**config.mk**
```make
export PLATFORM = sky130hd
export DESIGN_NAME = mc_top
export DESIGN_NICKNAME = d
export VERILOG_FILES = /design/src/source/mc_pkg.sv /design/src/source/reg_bus_if.sv /design/src/source/apb_reg_bridge.sv /design/src/source/tick_gen.sv /design/src/source/quad_encoder.sv /design/src/source/motor_wdog.sv /design/src/source/motor_ctrl_board.sv /design/src/source/mc_top.sv
export VERILOG_INCLUDE_DIRS = /design/src /design/src/source
export SDC_FILE = /design/constraint.sdc
export NUM_CORES = 1
export LEC_CHECK = 0
export ABC_AREA = 0
export BUFFER_PORTS_ARGS = -buffer_cell sky130_fd_sc_hd__buf_4
export CORE_ASPECT_RATIO = 0.8
export CORE_MARGIN = 4
export CORE_UTILIZATION = 54
export CTS_CLUSTER_DIAMETER = 50
export DETAILED_ROUTE_END_ITERATION = 10
export PLACE_DENSITY = 0.77
export SLEW_MARGIN = 20
export SYNTH_ARGS = -nofsm -noshare
export SYNTH_HDL_FRONTEND = slang
export SYNTH_SLANG_ARGS = --single-unit
```
**constraint.sdc**
```tcl
create_clock -name sysclk -period 3.7 [get_ports sysclk]
set_input_delay 0.74 -clock sysclk [delete_from_list [all_inputs] [get_ports sysclk]]
set_output_delay 0.74 -clock sysclk [all_outputs]
set_load 0.01 [all_outputs]
```
**src/source/mc_defines.svh**
```systemverilog
// Motor controller board parameters
// Channel count, field widths, watchdog time base and register map
`ifndef MC_DEFINES_SVH
`define MC_DEFINES_SVH

// Board sizing
`define MC_NUM_MOTORS     4       // Motor channels, numbered 1..N on the bus
`define MC_DAC_WIDTH      16      // Setpoint bits
`define MC_ENC_WIDTH      24      // Encoder count bits, two's complement
`define MC_WDOG_TICK_DIV  8       // sysclk cycles per watchdog tick

// Address: [7:4] channel, [3:0] register
// Channel 0 is the board channel
`define MC_REG_STATUS       4'd0  // Board id, timeout flag, channel count
`define MC_REG_WDOG_PERIOD  4'd1  // Watchdog period in ticks, 0 disables
`define MC_REG_AMP_EN       4'd2  // Amplifier enable mask

// Motor channels 1..N
`define MC_REG_DAC          4'd0  // Setpoint
`define MC_REG_ENC          4'd1  // Encoder count, write presets

`endif

```
**src/source/mc_pkg.sv**
```systemverilog
// Shared types for the motor controller board
// Bus words, motor fields and the APB bridge state
`include "mc_defines.svh"

package mc_pkg;

    // Register bus words
    typedef logic [15:0] reg_addr_t;
    typedef logic [31:0] reg_data_t;

    // Motor channel fields
    typedef logic [`MC_DAC_WIDTH-1:0] dac_t;        // Setpoint to the DAC
    typedef logic [`MC_ENC_WIDTH-1:0] enc_count_t;  // Signed position count

    // Board level fields
    typedef logic [15:0] wdog_period_t;              // Ticks before timeout
    typedef logic [3:0]  board_id_t;                 // Rotary switch value
    typedef logic [`MC_NUM_MOTORS-1:0] amp_mask_t;   // One bit per motor

    // APB bridge FSM
    // idle covers setup and write access
    // read_wait is the single read wait state
    typedef enum logic {
        idle,
        read_wait
    } apb_state_t;

endpackage

```
**src/source/reg_bus_if.sv**
```systemverilog
// Internal register read/write bus
// Plain address, data and write enable between bridge and board block
`timescale 1ns/1ps

interface reg_bus_if;

    mc_pkg::reg_addr_t raddr;   // Read address, rdata follows a cycle later
    mc_pkg::reg_addr_t waddr;   // Write address
    mc_pkg::reg_data_t wdata;   // Write data
    logic              wen;     // Write strobe, one cycle per write
    mc_pkg::reg_data_t rdata;   // Registered read data

    // Bridge side
    modport master (
        output raddr,
        output waddr,
        output wdata,
        output wen,
        input  rdata
    );

    // Register block side
    modport target (
        input  raddr,
        input  waddr,
        input  wdata,
        input  wen,
        output rdata
    );

endinterface

```
**src/source/apb_reg_bridge.sv**
```systemverilog
// APB slave to register bus bridge
// Writes complete with no wait state, reads take one wait state
`timescale 1ns/1ps

module apb_reg_bridge (
    input  logic              sysclk,
    input  logic              rst_n,
    input  logic              psel,
    input  logic              penable,
    input  logic              pwrite,
    input  mc_pkg::reg_addr_t paddr,
    input  mc_pkg::reg_data_t pwdata,
    output mc_pkg::reg_data_t prdata,
    output logic              pready,
    output logic              pslverr,
    reg_bus_if.master         bus
);

    mc_pkg::apb_state_t state;
    mc_pkg::apb_state_t state_next;
    logic               wr_access;      // Write access phase
    logic               rd_access;      // Read access phase

    assign wr_access = psel & penable & pwrite;
    assign rd_access = psel & penable & ~pwrite;

    // First read access cycle waits for rdata
    always_comb begin
        state_next = state;
        case (state)
            mc_pkg::idle:      if (rd_access) state_next = mc_pkg::read_wait;
            mc_pkg::read_wait: state_next = mc_pkg::idle;   // Read completes here
            default:           state_next = mc_pkg::idle;
        endcase
    end

    always_ff @(posedge sysclk or negedge rst_n) begin
        if (!rst_n) begin
            state <= mc_pkg::idle;
        end else begin
            state <= state_next;
        end
    end

    // Address valid from setup on, so rdata is ready by the second access cycle
    assign bus.raddr = paddr;
    assign bus.waddr = paddr;
    assign bus.wdata = pwdata;
    assign bus.wen   = wr_access & (state == mc_pkg::idle);   // One pulse per write

    // Write ends in the first access cycle, read in the second
    assign pready  = bus.wen | (rd_access & (state == mc_pkg::read_wait));
    assign prdata  = bus.rdata;     // Already registered in the board block
    assign pslverr = 1'b0;          // Every address answers

endmodule

```
**src/source/tick_gen.sv**
```systemverilog
// Watchdog time base
// One-cycle enable every MC_WDOG_TICK_DIV sysclk cycles
`timescale 1ns/1ps
`include "mc_defines.svh"

module tick_gen (
    input  logic sysclk,
    input  logic rst_n,
    output logic tick
);

    localparam int CNT_W = $clog2(`MC_WDOG_TICK_DIV);
    localparam logic [CNT_W-1:0] CNT_LAST = CNT_W'(`MC_WDOG_TICK_DIV - 1);

    logic [CNT_W-1:0] div_cnt;     // Position within the tick period

    // Enable instead of a divided clock, all logic stays on sysclk
    always_ff @(posedge sysclk or negedge rst_n) begin
        if (!rst_n) begin
            div_cnt <= '0;
            tick    <= 1'b0;
        end else begin
            tick <= (div_cnt == CNT_LAST);          // High for one cycle
            if (div_cnt == CNT_LAST) begin
                div_cnt <= '0;                       // Wrap
            end else begin
                div_cnt <= div_cnt + 1'b1;
            end
        end
    end

endmodule

```
**src/source/quad_encoder.sv**
```systemverilog
// Quadrature encoder channel
// Two-stage input sync, 4x decode and presettable up/down count
`timescale 1ns/1ps

module quad_encoder (
    input  logic               sysclk,
    input  logic               rst_n,
    input  logic               enc_a,
    input  logic               enc_b,
    input  logic               preset_en,
    input  mc_pkg::enc_count_t preset_val,
    output mc_pkg::enc_count_t count
);

    logic [1:0] a_sync;     // [0] first stage, [1] second stage
    logic [1:0] b_sync;
    logic [1:0] cur_ab;     // {a, b} after sync
    logic [1:0] prev_ab;    // {a, b} one cycle earlier
    logic       step_up;
    logic       step_dn;

    assign cur_ab = {a_sync[1], b_sync[1]};

    // Forward runs 00 -> 10 -> 11 -> 01, A leads B
    // No change or a double change matches neither
    assign step_up = (cur_ab == {~prev_ab[0], prev_ab[1]});
    assign step_dn = (cur_ab == {prev_ab[0], ~prev_ab[1]});

    always_ff @(posedge sysclk or negedge rst_n) begin
        if (!rst_n) begin
            a_sync  <= 2'b00;
            b_sync  <= 2'b00;
            prev_ab <= 2'b00;
            count   <= '0;
        end else begin
            a_sync  <= {a_sync[0], enc_a};   // Async phase inputs
            b_sync  <= {b_sync[0], enc_b};
            prev_ab <= cur_ab;
            if (preset_en) begin
                count <= preset_val;         // Host preset wins over decode
            end else if (step_up) begin
                count <= count + 1'b1;
            end else if (step_dn) begin
                count <= count - 1'b1;       // Wraps through two's complement
            end
        end
    end

endmodule

```
**src/source/motor_wdog.sv**
```systemverilog
// Host activity watchdog
// Counts ticks since the last host write and latches a timeout
`timescale 1ns/1ps

module motor_wdog (
    input  logic                 sysclk,
    input  logic                 rst_n,
    input  logic                 tick,
    input  logic                 host_write,
    input  mc_pkg::wdog_period_t period,
    input  logic                 clear,
    output logic                 timeout
);

    mc_pkg::wdog_period_t tick_cnt;   // Ticks since last host write
    logic                 wdog_on;    // Period of zero disables
    logic                 reached;

    assign wdog_on = (period != '0);

    // >= so a period lowered below the running count still trips
    assign reached = wdog_on && (tick_cnt >= period);

    always_ff @(posedge sysclk or negedge rst_n) begin
        if (!rst_n) begin
            tick_cnt <= '0;
            timeout  <= 1'b0;
        end else begin
            if (clear || host_write) begin
                tick_cnt <= '0;                   // Any host write restarts
            end else if (tick && wdog_on && !reached) begin
                tick_cnt <= tick_cnt + 1'b1;      // Stops once the period is hit
            end

            // Sticky until the host clears it
            if (clear) begin
                timeout <= 1'b0;
            end else if (reached) begin
                timeout <= 1'b1;
            end
        end
    end

endmodule

```
**src/source/motor_ctrl_board.sv**
```systemverilog
// Motor controller board registers
// Setpoints, amplifier enables, status, encoders and the host watchdog
`timescale 1ns/1ps
`include "mc_defines.svh"

module motor_ctrl_board (
    input  logic                                 sysclk,
    input  logic                                 rst_n,
    input  mc_pkg::board_id_t                    board_id,
    input  logic                                 tick,
    reg_bus_if.target                            bus,
    input  mc_pkg::amp_mask_t                    enc_a,
    input  mc_pkg::amp_mask_t                    enc_b,
    output mc_pkg::dac_t [`MC_NUM_MOTORS-1:0]    dac_out,
    output mc_pkg::amp_mask_t                    amp_en
);

    localparam int NM = `MC_NUM_MOTORS;

    logic [3:0]           wchan;            // Write channel field
    logic [3:0]           wreg;             // Write register field
    logic [3:0]           rchan;
    logic [3:0]           rreg;
    logic                 board_wr;         // Write to channel 0
    logic                 wdog_clear;
    logic                 wdog_timeout;
    mc_pkg::wdog_period_t wdog_period;
    mc_pkg::reg_data_t    status_word;
    mc_pkg::reg_data_t    rd_next;
    mc_pkg::enc_count_t   enc_count [NM];

    assign wchan = bus.waddr[7:4];
    assign wreg  = bus.waddr[3:0];
    assign rchan = bus.raddr[7:4];
    assign rreg  = bus.raddr[3:0];

    assign board_wr   = bus.wen && (wchan == 4'd0);
    assign wdog_clear = board_wr && (wreg == `MC_REG_STATUS) && bus.wdata[8];   // Bit 8 clears

    // Channel count [15:12], timeout [8], board id [3:0]
    assign status_word = {16'd0, 4'(NM), 3'd0, wdog_timeout, 4'd0, board_id};

    // Board channel registers
    always_ff @(posedge sysclk or negedge rst_n) begin
        if (!rst_n) begin
            wdog_period <= '0;      // Watchdog off
            amp_en      <= '0;
        end else begin
            if (board_wr && (wreg == `MC_REG_WDOG_PERIOD)) begin
                wdog_period <= bus.wdata[15:0];
            end
            // Timeout drops every amplifier, host must re-enable after clear
            if (wdog_timeout) begin
                amp_en <= '0;
            end else if (board_wr && (wreg == `MC_REG_AMP_EN)) begin
                amp_en <= bus.wdata[NM-1:0];
            end
        end
    end

    // Setpoints, motor i sits on channel i+1
    always_ff @(posedge sysclk or negedge rst_n) begin
        if (!rst_n) begin
            dac_out <= '0;
        end else begin
            for (int i = 0; i < NM; i++) begin
                if (bus.wen && (wchan == 4'(i + 1)) && (wreg == `MC_REG_DAC)) begin
                    dac_out[i] <= bus.wdata[`MC_DAC_WIDTH-1:0];
                end
            end
        end
    end

    for (genvar i = 0; i < NM; i++) begin : g_enc
        quad_encoder u_enc (
            .sysclk     (sysclk),
            .rst_n      (rst_n),
            .enc_a      (enc_a[i]),
            .enc_b      (enc_b[i]),
            .preset_en  (bus.wen && (wchan == 4'(i + 1)) && (wreg == `MC_REG_ENC)),
            .preset_val (bus.wdata[`MC_ENC_WIDTH-1:0]),
            .count      (enc_count[i])
        );
    end

    motor_wdog u_wdog (
        .sysclk     (sysclk),
        .rst_n      (rst_n),
        .tick       (tick),
        .host_write (bus.wen),        // Any bus write is host activity
        .period     (wdog_period),
        .clear      (wdog_clear),
        .timeout    (wdog_timeout)
    );

    // Read mux, unmapped addresses return zero
    always_comb begin
        rd_next = '0;
        if (rchan == 4'd0) begin
            case (rreg)
                `MC_REG_STATUS:      rd_next = status_word;
                `MC_REG_WDOG_PERIOD: rd_next = 32'(wdog_period);
                `MC_REG_AMP_EN:      rd_next = 32'(amp_en);
                default:             rd_next = '0;
            endcase
        end
        for (int i = 0; i < NM; i++) begin
            if (rchan == 4'(i + 1)) begin
                if (rreg == `MC_REG_DAC) begin
                    rd_next = 32'(dac_out[i]);
                end else if (rreg == `MC_REG_ENC) begin
                    rd_next = {{(32 - `MC_ENC_WIDTH){enc_count[i][`MC_ENC_WIDTH-1]}},
                               enc_count[i]};     // Sign extended
                end
            end
        end
    end

    // Read data one cycle after raddr
    always_ff @(posedge sysclk) begin
        bus.rdata <= rd_next;
    end

endmodule

```
**src/source/mc_top.sv**
```systemverilog
// Motor controller subsystem top
// APB host side, watchdog time base and the board register block
`timescale 1ns/1ps
`include "mc_defines.svh"

module mc_top (
    input  logic                                 sysclk,
    input  logic                                 rst_n,
    input  mc_pkg::board_id_t                    board_id,
    input  logic                                 psel,
    input  logic                                 penable,
    input  logic                                 pwrite,
    input  mc_pkg::reg_addr_t                    paddr,
    input  mc_pkg::reg_data_t                    pwdata,
    output mc_pkg::reg_data_t                    prdata,
    output logic                                 pready,
    output logic                                 pslverr,
    input  mc_pkg::amp_mask_t                    enc_a,
    input  mc_pkg::amp_mask_t                    enc_b,
    output mc_pkg::dac_t [`MC_NUM_MOTORS-1:0]    dac_out,
    output mc_pkg::amp_mask_t                    amp_en
);

    logic wdog_tick;        // Watchdog time base enable

    reg_bus_if reg_bus ();  // Bridge to board block

    apb_reg_bridge u_bridge (
        .sysclk  (sysclk),
        .rst_n   (rst_n),
        .psel    (psel),
        .penable (penable),
        .pwrite  (pwrite),
        .paddr   (paddr),
        .pwdata  (pwdata),
        .prdata  (prdata),
        .pready  (pready),
        .pslverr (pslverr),
        .bus     (reg_bus.master)
    );

    tick_gen u_tick (
        .sysclk (sysclk),
        .rst_n  (rst_n),
        .tick   (wdog_tick)
    );

    motor_ctrl_board u_board (
        .sysclk   (sysclk),
        .rst_n    (rst_n),
        .board_id (board_id),
        .tick     (wdog_tick),
        .bus      (reg_bus.target),
        .enc_a    (enc_a),
        .enc_b    (enc_b),
        .dac_out  (dac_out),
        .amp_en   (amp_en)
    );

endmodule

```
==> results of run 1 <==
==> cell families (layout without fill, tap and decap cells) <==
family | after synthesis | after routing | synth area share, %
xor gates and xnor gates | 89 | 89 | 4.93
adders and majority gates | 111 | 111 | 8.98
other | 1 | 1 | 0.0237
and+or+nand+nor | 523 | 524 | 14.6
AOI/OAI and AO/OA | 537 | 537 | 21.7
DFF | 250 | 250 | 38.8
muxes | 103 | 103 | 7.16
buffers and inverters | 141 | 317 | 3.73
==> per-stage QoR <==
stage	setup TNS, ps	utilization (%)	hold slack, ps	instances
after floorplan	0	-	331	1755
after global placement	0	61.1	335	2235
after detailed placement	-48.6	61.1	336	2235
after CTS	0	65.0	22.4	2294
after global routing	-565	65.9	33.5	2302
final	0	65.9	28.3	2302
==> sequential cells by signal (all words and copies together) (netlist names) <==
register,cells
u_board.u_wdog.tick_cnt,16
u_board.amp_en,4
u_board.bus.rdata,24
u_board.g_enc.u_enc.count,96
u_tick.tick,1
u_board.u_wdog.timeout,1
u_board.g_enc.u_enc.b_sync,8
u_board.dac_out,64
u_board.g_enc.u_enc.prev_ab,8
u_board.wdog_period,16
u_bridge.state,1
u_tick.div_cnt,3
u_board.g_enc.u_enc.a_sync,8
==> critical path, stage by stage, from the launching register on <==
cell and delay (ps):
sky130_fd_sc_hd__dfrtp_1 400, sky130_fd_sc_hd__xor2_1 250, sky130_fd_sc_hd__nand2_1 140, sky130_fd_sc_hd__buf_4 210, sky130_fd_sc_hd__buf_4 190, sky130_fd_sc_hd__ha_1 350, sky130_fd_sc_hd__and3_4 230, sky130_fd_sc_hd__and3_1 190
sky130_fd_sc_hd__a32oi_2 260, sky130_fd_sc_hd__or3_4 190, sky130_fd_sc_hd__a31oi_4 100, sky130_fd_sc_hd__o41ai_4 370, sky130_fd_sc_hd__o21ai_2 110, sky130_fd_sc_hd__xnor2_1 130, sky130_fd_sc_hd__or3_1 310, sky130_fd_sc_hd__a31oi_1 160
==> final cells by class <==
type | count | area, µm² | share of cell area [%]
Clock buffer | 39 | 816 | 4.34
Clock inverter | 18 | 239 | 1.27
Inverter | 45 | 173 | 0.918
Multi-Input combinational cell | 1365 | 9310 | 49.5
Sequential cell | 250 | 6140 | 32.6
Tap cell | 370 | 463 | 2.46
Timing Repair Buffer | 215 | 1670 | 8.89
==> repair_timing <==
| item | CTS | global route |
|---|---|---|
| pin swaps | 0 | 13 |
| resized for setup | 3 | 36 |
| gates cloned | 0 | 1 |
| setup endpoints to repair | 1 | 15 |
| setup buffers | 2 | 7 |
==> placed cells by master (no fill, tap or decap), types with 17 or more instances in the layout <==
cell / n
sky130_fd_sc_hd__inv_1: 43
sky130_fd_sc_hd__nand3_1: 25
sky130_fd_sc_hd__nand2_1: 179
sky130_fd_sc_hd__a22oi_1: 30
sky130_fd_sc_hd__mux2_2: 80
sky130_fd_sc_hd__a31oi_1: 39
sky130_fd_sc_hd__o221ai_1: 17
sky130_fd_sc_hd__xor2_1: 30
sky130_fd_sc_hd__mux2i_1: 23
sky130_fd_sc_hd__buf_4: 210
sky130_fd_sc_hd__a21oi_1: 160
sky130_fd_sc_hd__xnor2_1: 53
sky130_fd_sc_hd__o21ai_0: 115
sky130_fd_sc_hd__a21o_1: 30
sky130_fd_sc_hd__nor2_1: 190
sky130_fd_sc_hd__nor3_1: 24
sky130_fd_sc_hd__clkbuf_16: 31
sky130_fd_sc_hd__or3_1: 23
sky130_fd_sc_hd__dfrtp_1: 226
sky130_fd_sc_hd__ha_1: 105
sky130_fd_sc_hd__dfxtp_1: 24
==> synthesized netlist by cell type (all sizes together) (6+ instances only) <==
| cell type | instances |
|---|---|
| a31oi | 40 |
| o211ai | 11 |
| nor2b | 9 |
| dfrtp | 226 |
| nand3 | 25 |
| a211oi | 17 |
| a21o | 30 |
| o22ai | 10 |
| a22o | 6 |
| xor2 | 32 |
| or3 | 25 |
| o21a | 12 |
| nor4 | 6 |
| ha | 107 |
| dfxtp | 24 |
| buf | 23 |
| a221oi | 12 |
| clkbuf | 73 |
| nand2b | 16 |
| mux2i | 23 |
| a22oi | 30 |
| and3 | 14 |
| o31ai | 8 |
| o221ai | 17 |
| o21ai | 127 |
| inv | 45 |
| xnor2 | 57 |
| nor2 | 192 |
| or2 | 6 |
| nor3 | 24 |
| nand2 | 179 |
| nand4 | 6 |
| mux2 | 80 |
| and2 | 10 |
| a31o | 7 |
| a21oi | 166 |
==> path summary, 6_finish.rpt <==
| kind | startpoint | end | slack, ps | depth (start not counted) |
|---|---|---|---|---|
| max reg2reg | u_board.g_enc[1].u_enc.prev_ab[0] | u_board.g_enc[1].u_enc.count[23] | 50 | 15 |
| min in group sysclk | enc_a[1] | u_board.g_enc[1].u_enc.a_sync[0] | 290 | 1 |
| max in group asynchronous | rst_n | u_board.g_enc[2].u_enc.count[11] | 2790 | 2 |
| min | rst_n | u_board.u_wdog.tick_cnt[5] | 30 | 1 |
| max | u_board.g_enc[1].u_enc.prev_ab[0] | u_board.g_enc[1].u_enc.count[23] | 50 | 15 |
| min reg2reg | u_board.g_enc[3].u_enc.b_sync[0] | u_board.g_enc[3].u_enc.b_sync[1] | 350 | 0 |
==> power by group <==
part / total [W] / internal (W) / switching, W / leakage, nW
Sequential: 0.00396 / 0.00332 / 0.000643 / 3.07
Clock: 0.00313 / 0.00187 / 0.00126 / 0.517
Combinational: 0.00693 / 0.00314 / 0.00379 / 5.00
Total: 0.0140 / 0.00833 / 0.00569 / 8.59
==> per-layer routing <==
layer / up-vias / routed length, µm / track usage [%]
met3: 119 / 4850 / 4.80
met2: 685 / 23400 / 48.7
met1: 7069 / 21800 / 45.1
met5: - / 0 / 0
li1: 6689 / - / -
met4: 0 / 1860 / 10.0
==> summary by stage, run 1 <==
Clocking
Clock latency on the worst-skew pair, taken at its later pin, is 550 ps. The clock tree root buffer cell is sky130_fd_sc_hd__clkbuf_16. Clock-pin slew was measured on the worst setup and hold paths at 60 ps.

The clock tree from TritonCTS is built. The number of sinks driven by the clock tree is 250. Buffers inserted during clock tree synthesis total 31. No sink is reached through more buffers than the 3 on the longest clock path. For this design, the CTS-stage hold fixing added 0 buffers.

The H-tree level count is 1.

Yosys
The synthesized netlist contains 81 unique library cells. In this run, synthesis produced a sequential element count of 250. Summing the sequential cell areas from Yosys gives 38.8% of the chip area. The proportion of netlist area held by the largest area contributor is 35.8%. The number of enable-type register cells in the synthesized netlist is 0. Dividing the synthesized area by the synthesized cell count gives 9.01 µm².

The mapped netlist covers 15800 µm². Counting every net in the synthesized netlist gives 1931. The commonest register cell after synthesis is sky130_fd_sc_hd__dfrtp_1.

The fraction of registers with async set/reset is 90.4%. Summed over all instances, the cell type with the most area after synthesis is sky130_fd_sc_hd__dfrtp_1. Counting every instance in the synthesized netlist gives 1755. By area the synthesized netlist is led by sky130_fd_sc_hd__dfrtp_1, sky130_fd_sc_hd__ha_1, sky130_fd_sc_hd__mux2_2. The number of warnings reported in the yosys synthesis log is 0.

STA
The number of max-slew violations in the final report came to 0. The smallest clock period supported by the final layout is computed as 3650 ps. The clock skew is 12.6 ps. Static timing analysis puts the maximum clock frequency at 274 MHz. The worst pin sits at a relative slew slack of 35.5%.

The final setup violation count is 0. The slew at the pin closest to its max-slew limit is 965 ps. The post-route clock period utilization is 98.8%.

The smallest setup slack after layout is 45.0 ps. The final-report hold violation count was 0.

Critical path
The kind of end point of the critical path is a flip-flop. The data arrival time at the worst-slack endpoint is 4130 ps. The critical path launch point type is a flip-flop. The type of the worst setup path is flip-flop to flip-flop. The largest fanout on the critical path is 8. For the worst setup path, the data required time is 4170 ps.

Placed design
The wire-length estimate of the detail-placed layout is 38000 µm. The final weighted congestion in routability-driven placement is 0.943. Once placement finished, the instance area stood at 17500 µm². Buffers placed on the I/O ports in this run total 149.

Before CTS, the worst setup slack after placement is -48.6 ps.

Job
Max-cap violations in this run came to 0.

Route
Using the TritonRoute via totals, the vias-per-cell ratio works out to 6.33. The number of violations reported at the end of detailed-routing iteration 0 is 1731. The detailed-route DRC error count is 0. The count of nets left with antenna violations once routing finished came out at 0. The first TritonRoute pass finished after 6 iterations. The mean routed wirelength per cell is 22.6 µm. The overall via count from detail_route is 14600. The routed wire length is 51900 µm.

Status
The flow ran to the end, and the final reports show no timing, DRC or antenna violations.

Global route
Across every metal layer, demand over resource in global routing totals 31.3%. The pin count of the biggest net entering global routing is 110. The number of global-route vias before repair came to 14000. Global routing finished with a remaining overflow of 0. The first global-routing pass estimated 79500 µm of wire.

The initial antenna violation count is 0.

Final layout
In the final layout, the share of cells above drive strength 1 is 21.1%. The repair_antennas step left the layout with diodes totalling 0. After filler insertion, the fill cell instance count of the layout stands at 2315.

The relative area change from synthesis to final layout is 19.0%. The final layout contains 2084 nets. The post-route cell area is 18800 µm².

Power
The leakage power of the design is 8.59 nW. The total power is 0.0140 W. The power per unit of standard cell area is 745 nW/µm². The peak ir drop on the vdd network is 0.438 mV.

Floorplan
The effective utilization at floorplan is 55.3%. The area of the die is 32100 µm². In this run the core area contains 55 standard-cell rows. The number of top-level pins is 167. The placeable core area is 28600 µm². The width of the die is 199 µm. The vertical die dimension is 161 µm.

Hold path
The worst hold path belongs to the class primary input to async pin.
Note: power is estimated with default switching activity, not from simulation.
==> run 2, diff against run 1 <==
CORE_UTILIZATION = 30   (was 54)
PLACE_DENSITY = unset   (was 0.77)
SLEW_MARGIN = unset   (was 20)
clock period = 4.2 ns   (was 3.7 ns; I/O delays follow)
==> run 2 against run 1 <==
Against the previous run: sequential share of layout area is 0.36 points lower; non-clock buffer count is 12 lower; routed wire length is 9.2% higher; via count is 1.3% lower; highest routed layer unchanged.
==> summary by stage, run 2 (synthesis gave the netlist of run 1 again) <==
Final layout
In the final layout, the registers with the most flip-flops are u_board.g_enc.u_enc.count (96), u_board.dac_out (64), u_board.bus.rdata (24). In the layout the commonest cells are sky130_fd_sc_hd__dfrtp_1, sky130_fd_sc_hd__buf_4, sky130_fd_sc_hd__nor2_1, sky130_fd_sc_hd__nand2_1, sky130_fd_sc_hd__a21oi_1. The fraction of layout cells with a size suffix above 1 was 19.3% (-1.8 points). The final non-filler cell total is 2608 (+13%). From synthesis to final layout, the design area changed by 20.3%. The flip-flop count of the largest register after layout was 96 (unchanged). The number of nets in the layout is 2074 (-0.48%). More flip-flops sit in one register than any other, and that register is u_board.g_enc.u_enc.count. The library cell used most frequently in the layout, excluding fill and tap cells, is sky130_fd_sc_hd__dfrtp_1.

Job
The number of max-cap violations is 0 (unchanged).

Floorplan
The effective utilization at floorplan was 30.6% (-25 points). The area of the die is 56400 µm² (+76%). The width of the die came to 265 µm (+33%).

The number of top-level pins is 167 (unchanged). The row count is 74 (+35%). The placeable core area is 51600 µm² (+81%). The vertical die dimension came to 213 µm (+32%).

STA
The post-route clock period utilization is 92.9% (-5.9 points). The number of max-slew violations in the final report was 0 (unchanged). The clock skew is 23.6 ps (+11.1 ps). The total negative setup slack came to 0 ps (unchanged). The max-slew headroom at the worst pin was 37.4% (+1.9 points). The shortest clock period the worst path allows after layout was 3900 ps (+247 ps). The slew at the pin closest to its max-slew limit came to 939 ps (-26.1 ps). The highest achievable clock rate is 256 MHz (-6.3%). The final-report hold violation count is 0 (unchanged). Setup repair after global routing left no endpoint under its margin. The final setup violation count was 0 (unchanged).

Critical path
The master of the slowest instance on the critical path is sky130_fd_sc_hd__dfrtp_1. The required arrival time at the worst endpoint is 4610 ps (+440 ps). The data arrival time at the worst-slack endpoint is 4310 ps (+180 ps). The type of the worst setup path is flip-flop to flip-flop. Traced cell by cell, the critical path runs through xor2_1 > and2_1 > inv_1 > buf_4 > ha_1 > and3_1 > and3_1 > a21oi_1 > a211oi_1 > o21ai_1 > a21oi_1 > a221oi_1 > mux2i_1 > xor2_1 > o21ai_1.

STA classifies the critical path endpoint as a flip-flop. The largest fanout on the critical path was 10 (+2). The start of the worst register-to-register path is u_board.g_enc[0].u_enc.a_sync[1]. The largest stage delay on the critical path is 390 ps (about the same). The worst setup path is launched from a flip-flop.

Tracing the worst setup path back leads to its startpoint at u_board.g_enc[0].u_enc.a_sync[1].

Clocking
The post-CTS clock slew at the launch and capture registers of the worst setup and hold paths was 50 ps (about the same). In this run the clock root is driven by a sky130_fd_sc_hd__clkbuf_16. The number of buffers on the longest clock path is 3 (unchanged). The H-tree level count is 2 (+1).

The clock insertion delay at the later pin of the skew report is 530 ps (-20 ps). TritonCTS built the clock tree. The number of buffers created by CTS is 34 (+9.7%). The cts-stage hold buffer count is 0 (unchanged). The number of sinks driven by the clock tree was 250 (unchanged).

Route
The overall via count from detail_route is 14400 (-1.3%). The number of violations reported at the end of detailed-routing iteration 0 is 1406 (-19%). The remaining antenna violation count came to 0 (unchanged).

The mean routed wirelength per cell came to 21.7 µm (-3.6%). The number of iterations in the first detailed-routing pass came to 5 (-1). The average via count per standard cell is 5.51 (-13%). The detailed-route DRC error count is 0 (unchanged).

The routed wire length is 56700 µm (+9.2%).

Hold path
The worst min-delay path class is primary input to async pin.

Global route
The pin count of the biggest net entering global routing is 112 (+1.8%). The global-route congestion overflow total is 0 (unchanged). The initial antenna violation count is 1 (+1). The global-route usage over all layers was 19.5% (-12 points).

The number of global-route vias before repair came to 14000 (+0.31%). The wire length of the first global-routing pass came to 85400 µm (+7.5%).

Power
The power dissipated by switching net loads is 0.00488 W (-14%). The leakage power of the design is 8.52 nW (-0.80%). The power per unit of standard cell area came to 643 nW/µm² (-14%). The proportion of power drawn by combinational gates is 46.9% (-2.5 points).

The clock network fraction of design power came to 24.7% (+2.4 points). The switching part of the total is 39.9% (-0.67 points). The internal power consumption was 0.00735 W (-12%). The peak ir drop on the vdd network is 0.273 mV (-38%).

The register share of total power is 28.4% (+0.2 points).

Placed design
The quantity of I/O buffers inserted on ports is 149 (unchanged). The final weighted congestion in routability-driven placement came to 0.948 (+0.50%). The post-DP HPWL is 42600 µm (+12%). The cell total after placement came to 2545 (+14%).

Status
The run finished with clean final reports.
## run 2: power by group through the flow
stage / Clock, W / Sequential, W / Combinational [W]
detailed placement: 0 / 0.00350 / 0.00561
floorplan: 0 / 0.00328 / 0.00454
finish: 0.00302 / 0.00348 / 0.00574
global placement: 0 / 0.00348 / 0.00546
CTS: 0.00308 / 0.00346 / 0.00566
global route: 0.00319 / 0.00353 / 0.00642
## run 2: layout make-up
type	instances	area [µm²]
diodes	1	2.50
inverters	45	173
multi-input cells	1364	9100
flip-flops and latches	250	6140
clock inverters	14	175
well taps	684	856
fillers	5143	32600
clock buffers	47	993
repair buffers	203	1580
## run 2: timing repair
| action | 4_1_cts | 5_1_grt |
|---|---|---|
| gates resized for setup | 0 | 2 |
| setup buffers | 0 | 1 |
| endpoints found under the setup margin | 0 | 3 |
## run 2: through the flow
| step | utilization (%) | setup slack, ps | total power, W | area, µm² | hold slack, ps |
|---|---|---|---|---|---|
| 2_1_floorplan | - | 519 | 0.00782 | 15800 | 331 |
| 3_3_place_gp | 34.6 | 348 | 0.00894 | 17800 | 337 |
| 3_5_place_dp | 34.6 | 318 | 0.00910 | 17800 | 337 |
| 4_1_cts | 36.8 | 272 | 0.0122 | 19000 | 350 |
| 5_1_grt | 36.9 | 5.86 | 0.0131 | 19000 | 363 |
| 6_report | 36.9 | 298 | 0.0122 | 19000 | 347 |
## run 2: path summary, 6_finish.rpt
check,cells past startpoint,end,slack [ps]
max,15,u_board.g_enc[0].u_enc.count[23],300
min,1,u_board.u_wdog.tick_cnt[9],350
max reg2reg,15,u_board.g_enc[0].u_enc.count[23],300
min reg2reg,0,u_board.g_enc[3].u_enc.a_sync[1],350
max in group asynchronous,2,u_board.dac_out[2],2950
min in group sysclk,0,u_board.g_enc[3].u_enc.a_sync[1],350
## run 2: per-layer routing
| layer | global-route usage [%] | share of wire (%) | wire (µm) | vias to the layer above |
|---|---|---|---|---|
| met5 | 0 | 0 | 0 | - |
| met4 | 4.79 | 2.2 | 1240 | 0 |
| met3 | 3.91 | 8.1 | 4610 | 76 |
| met2 | 30.3 | 44 | 25000 | 586 |
| met1 | 28.1 | 46 | 25800 | 7061 |
| li1 | - | - | - | 6655 |
## run 2: worst max-delay path, delay by kind of cell, from the launching register on
kind	cells	cell delay, ps
adder cells (fa/ha/maj)	1	300
buffers and inverters	2	600
AND/OR/NAND/NOR	3	550
XOR/XNOR	2	320
multiplexers	1	280
flip-flops	1	390
AO/OA/AOI/OAI	6	1330
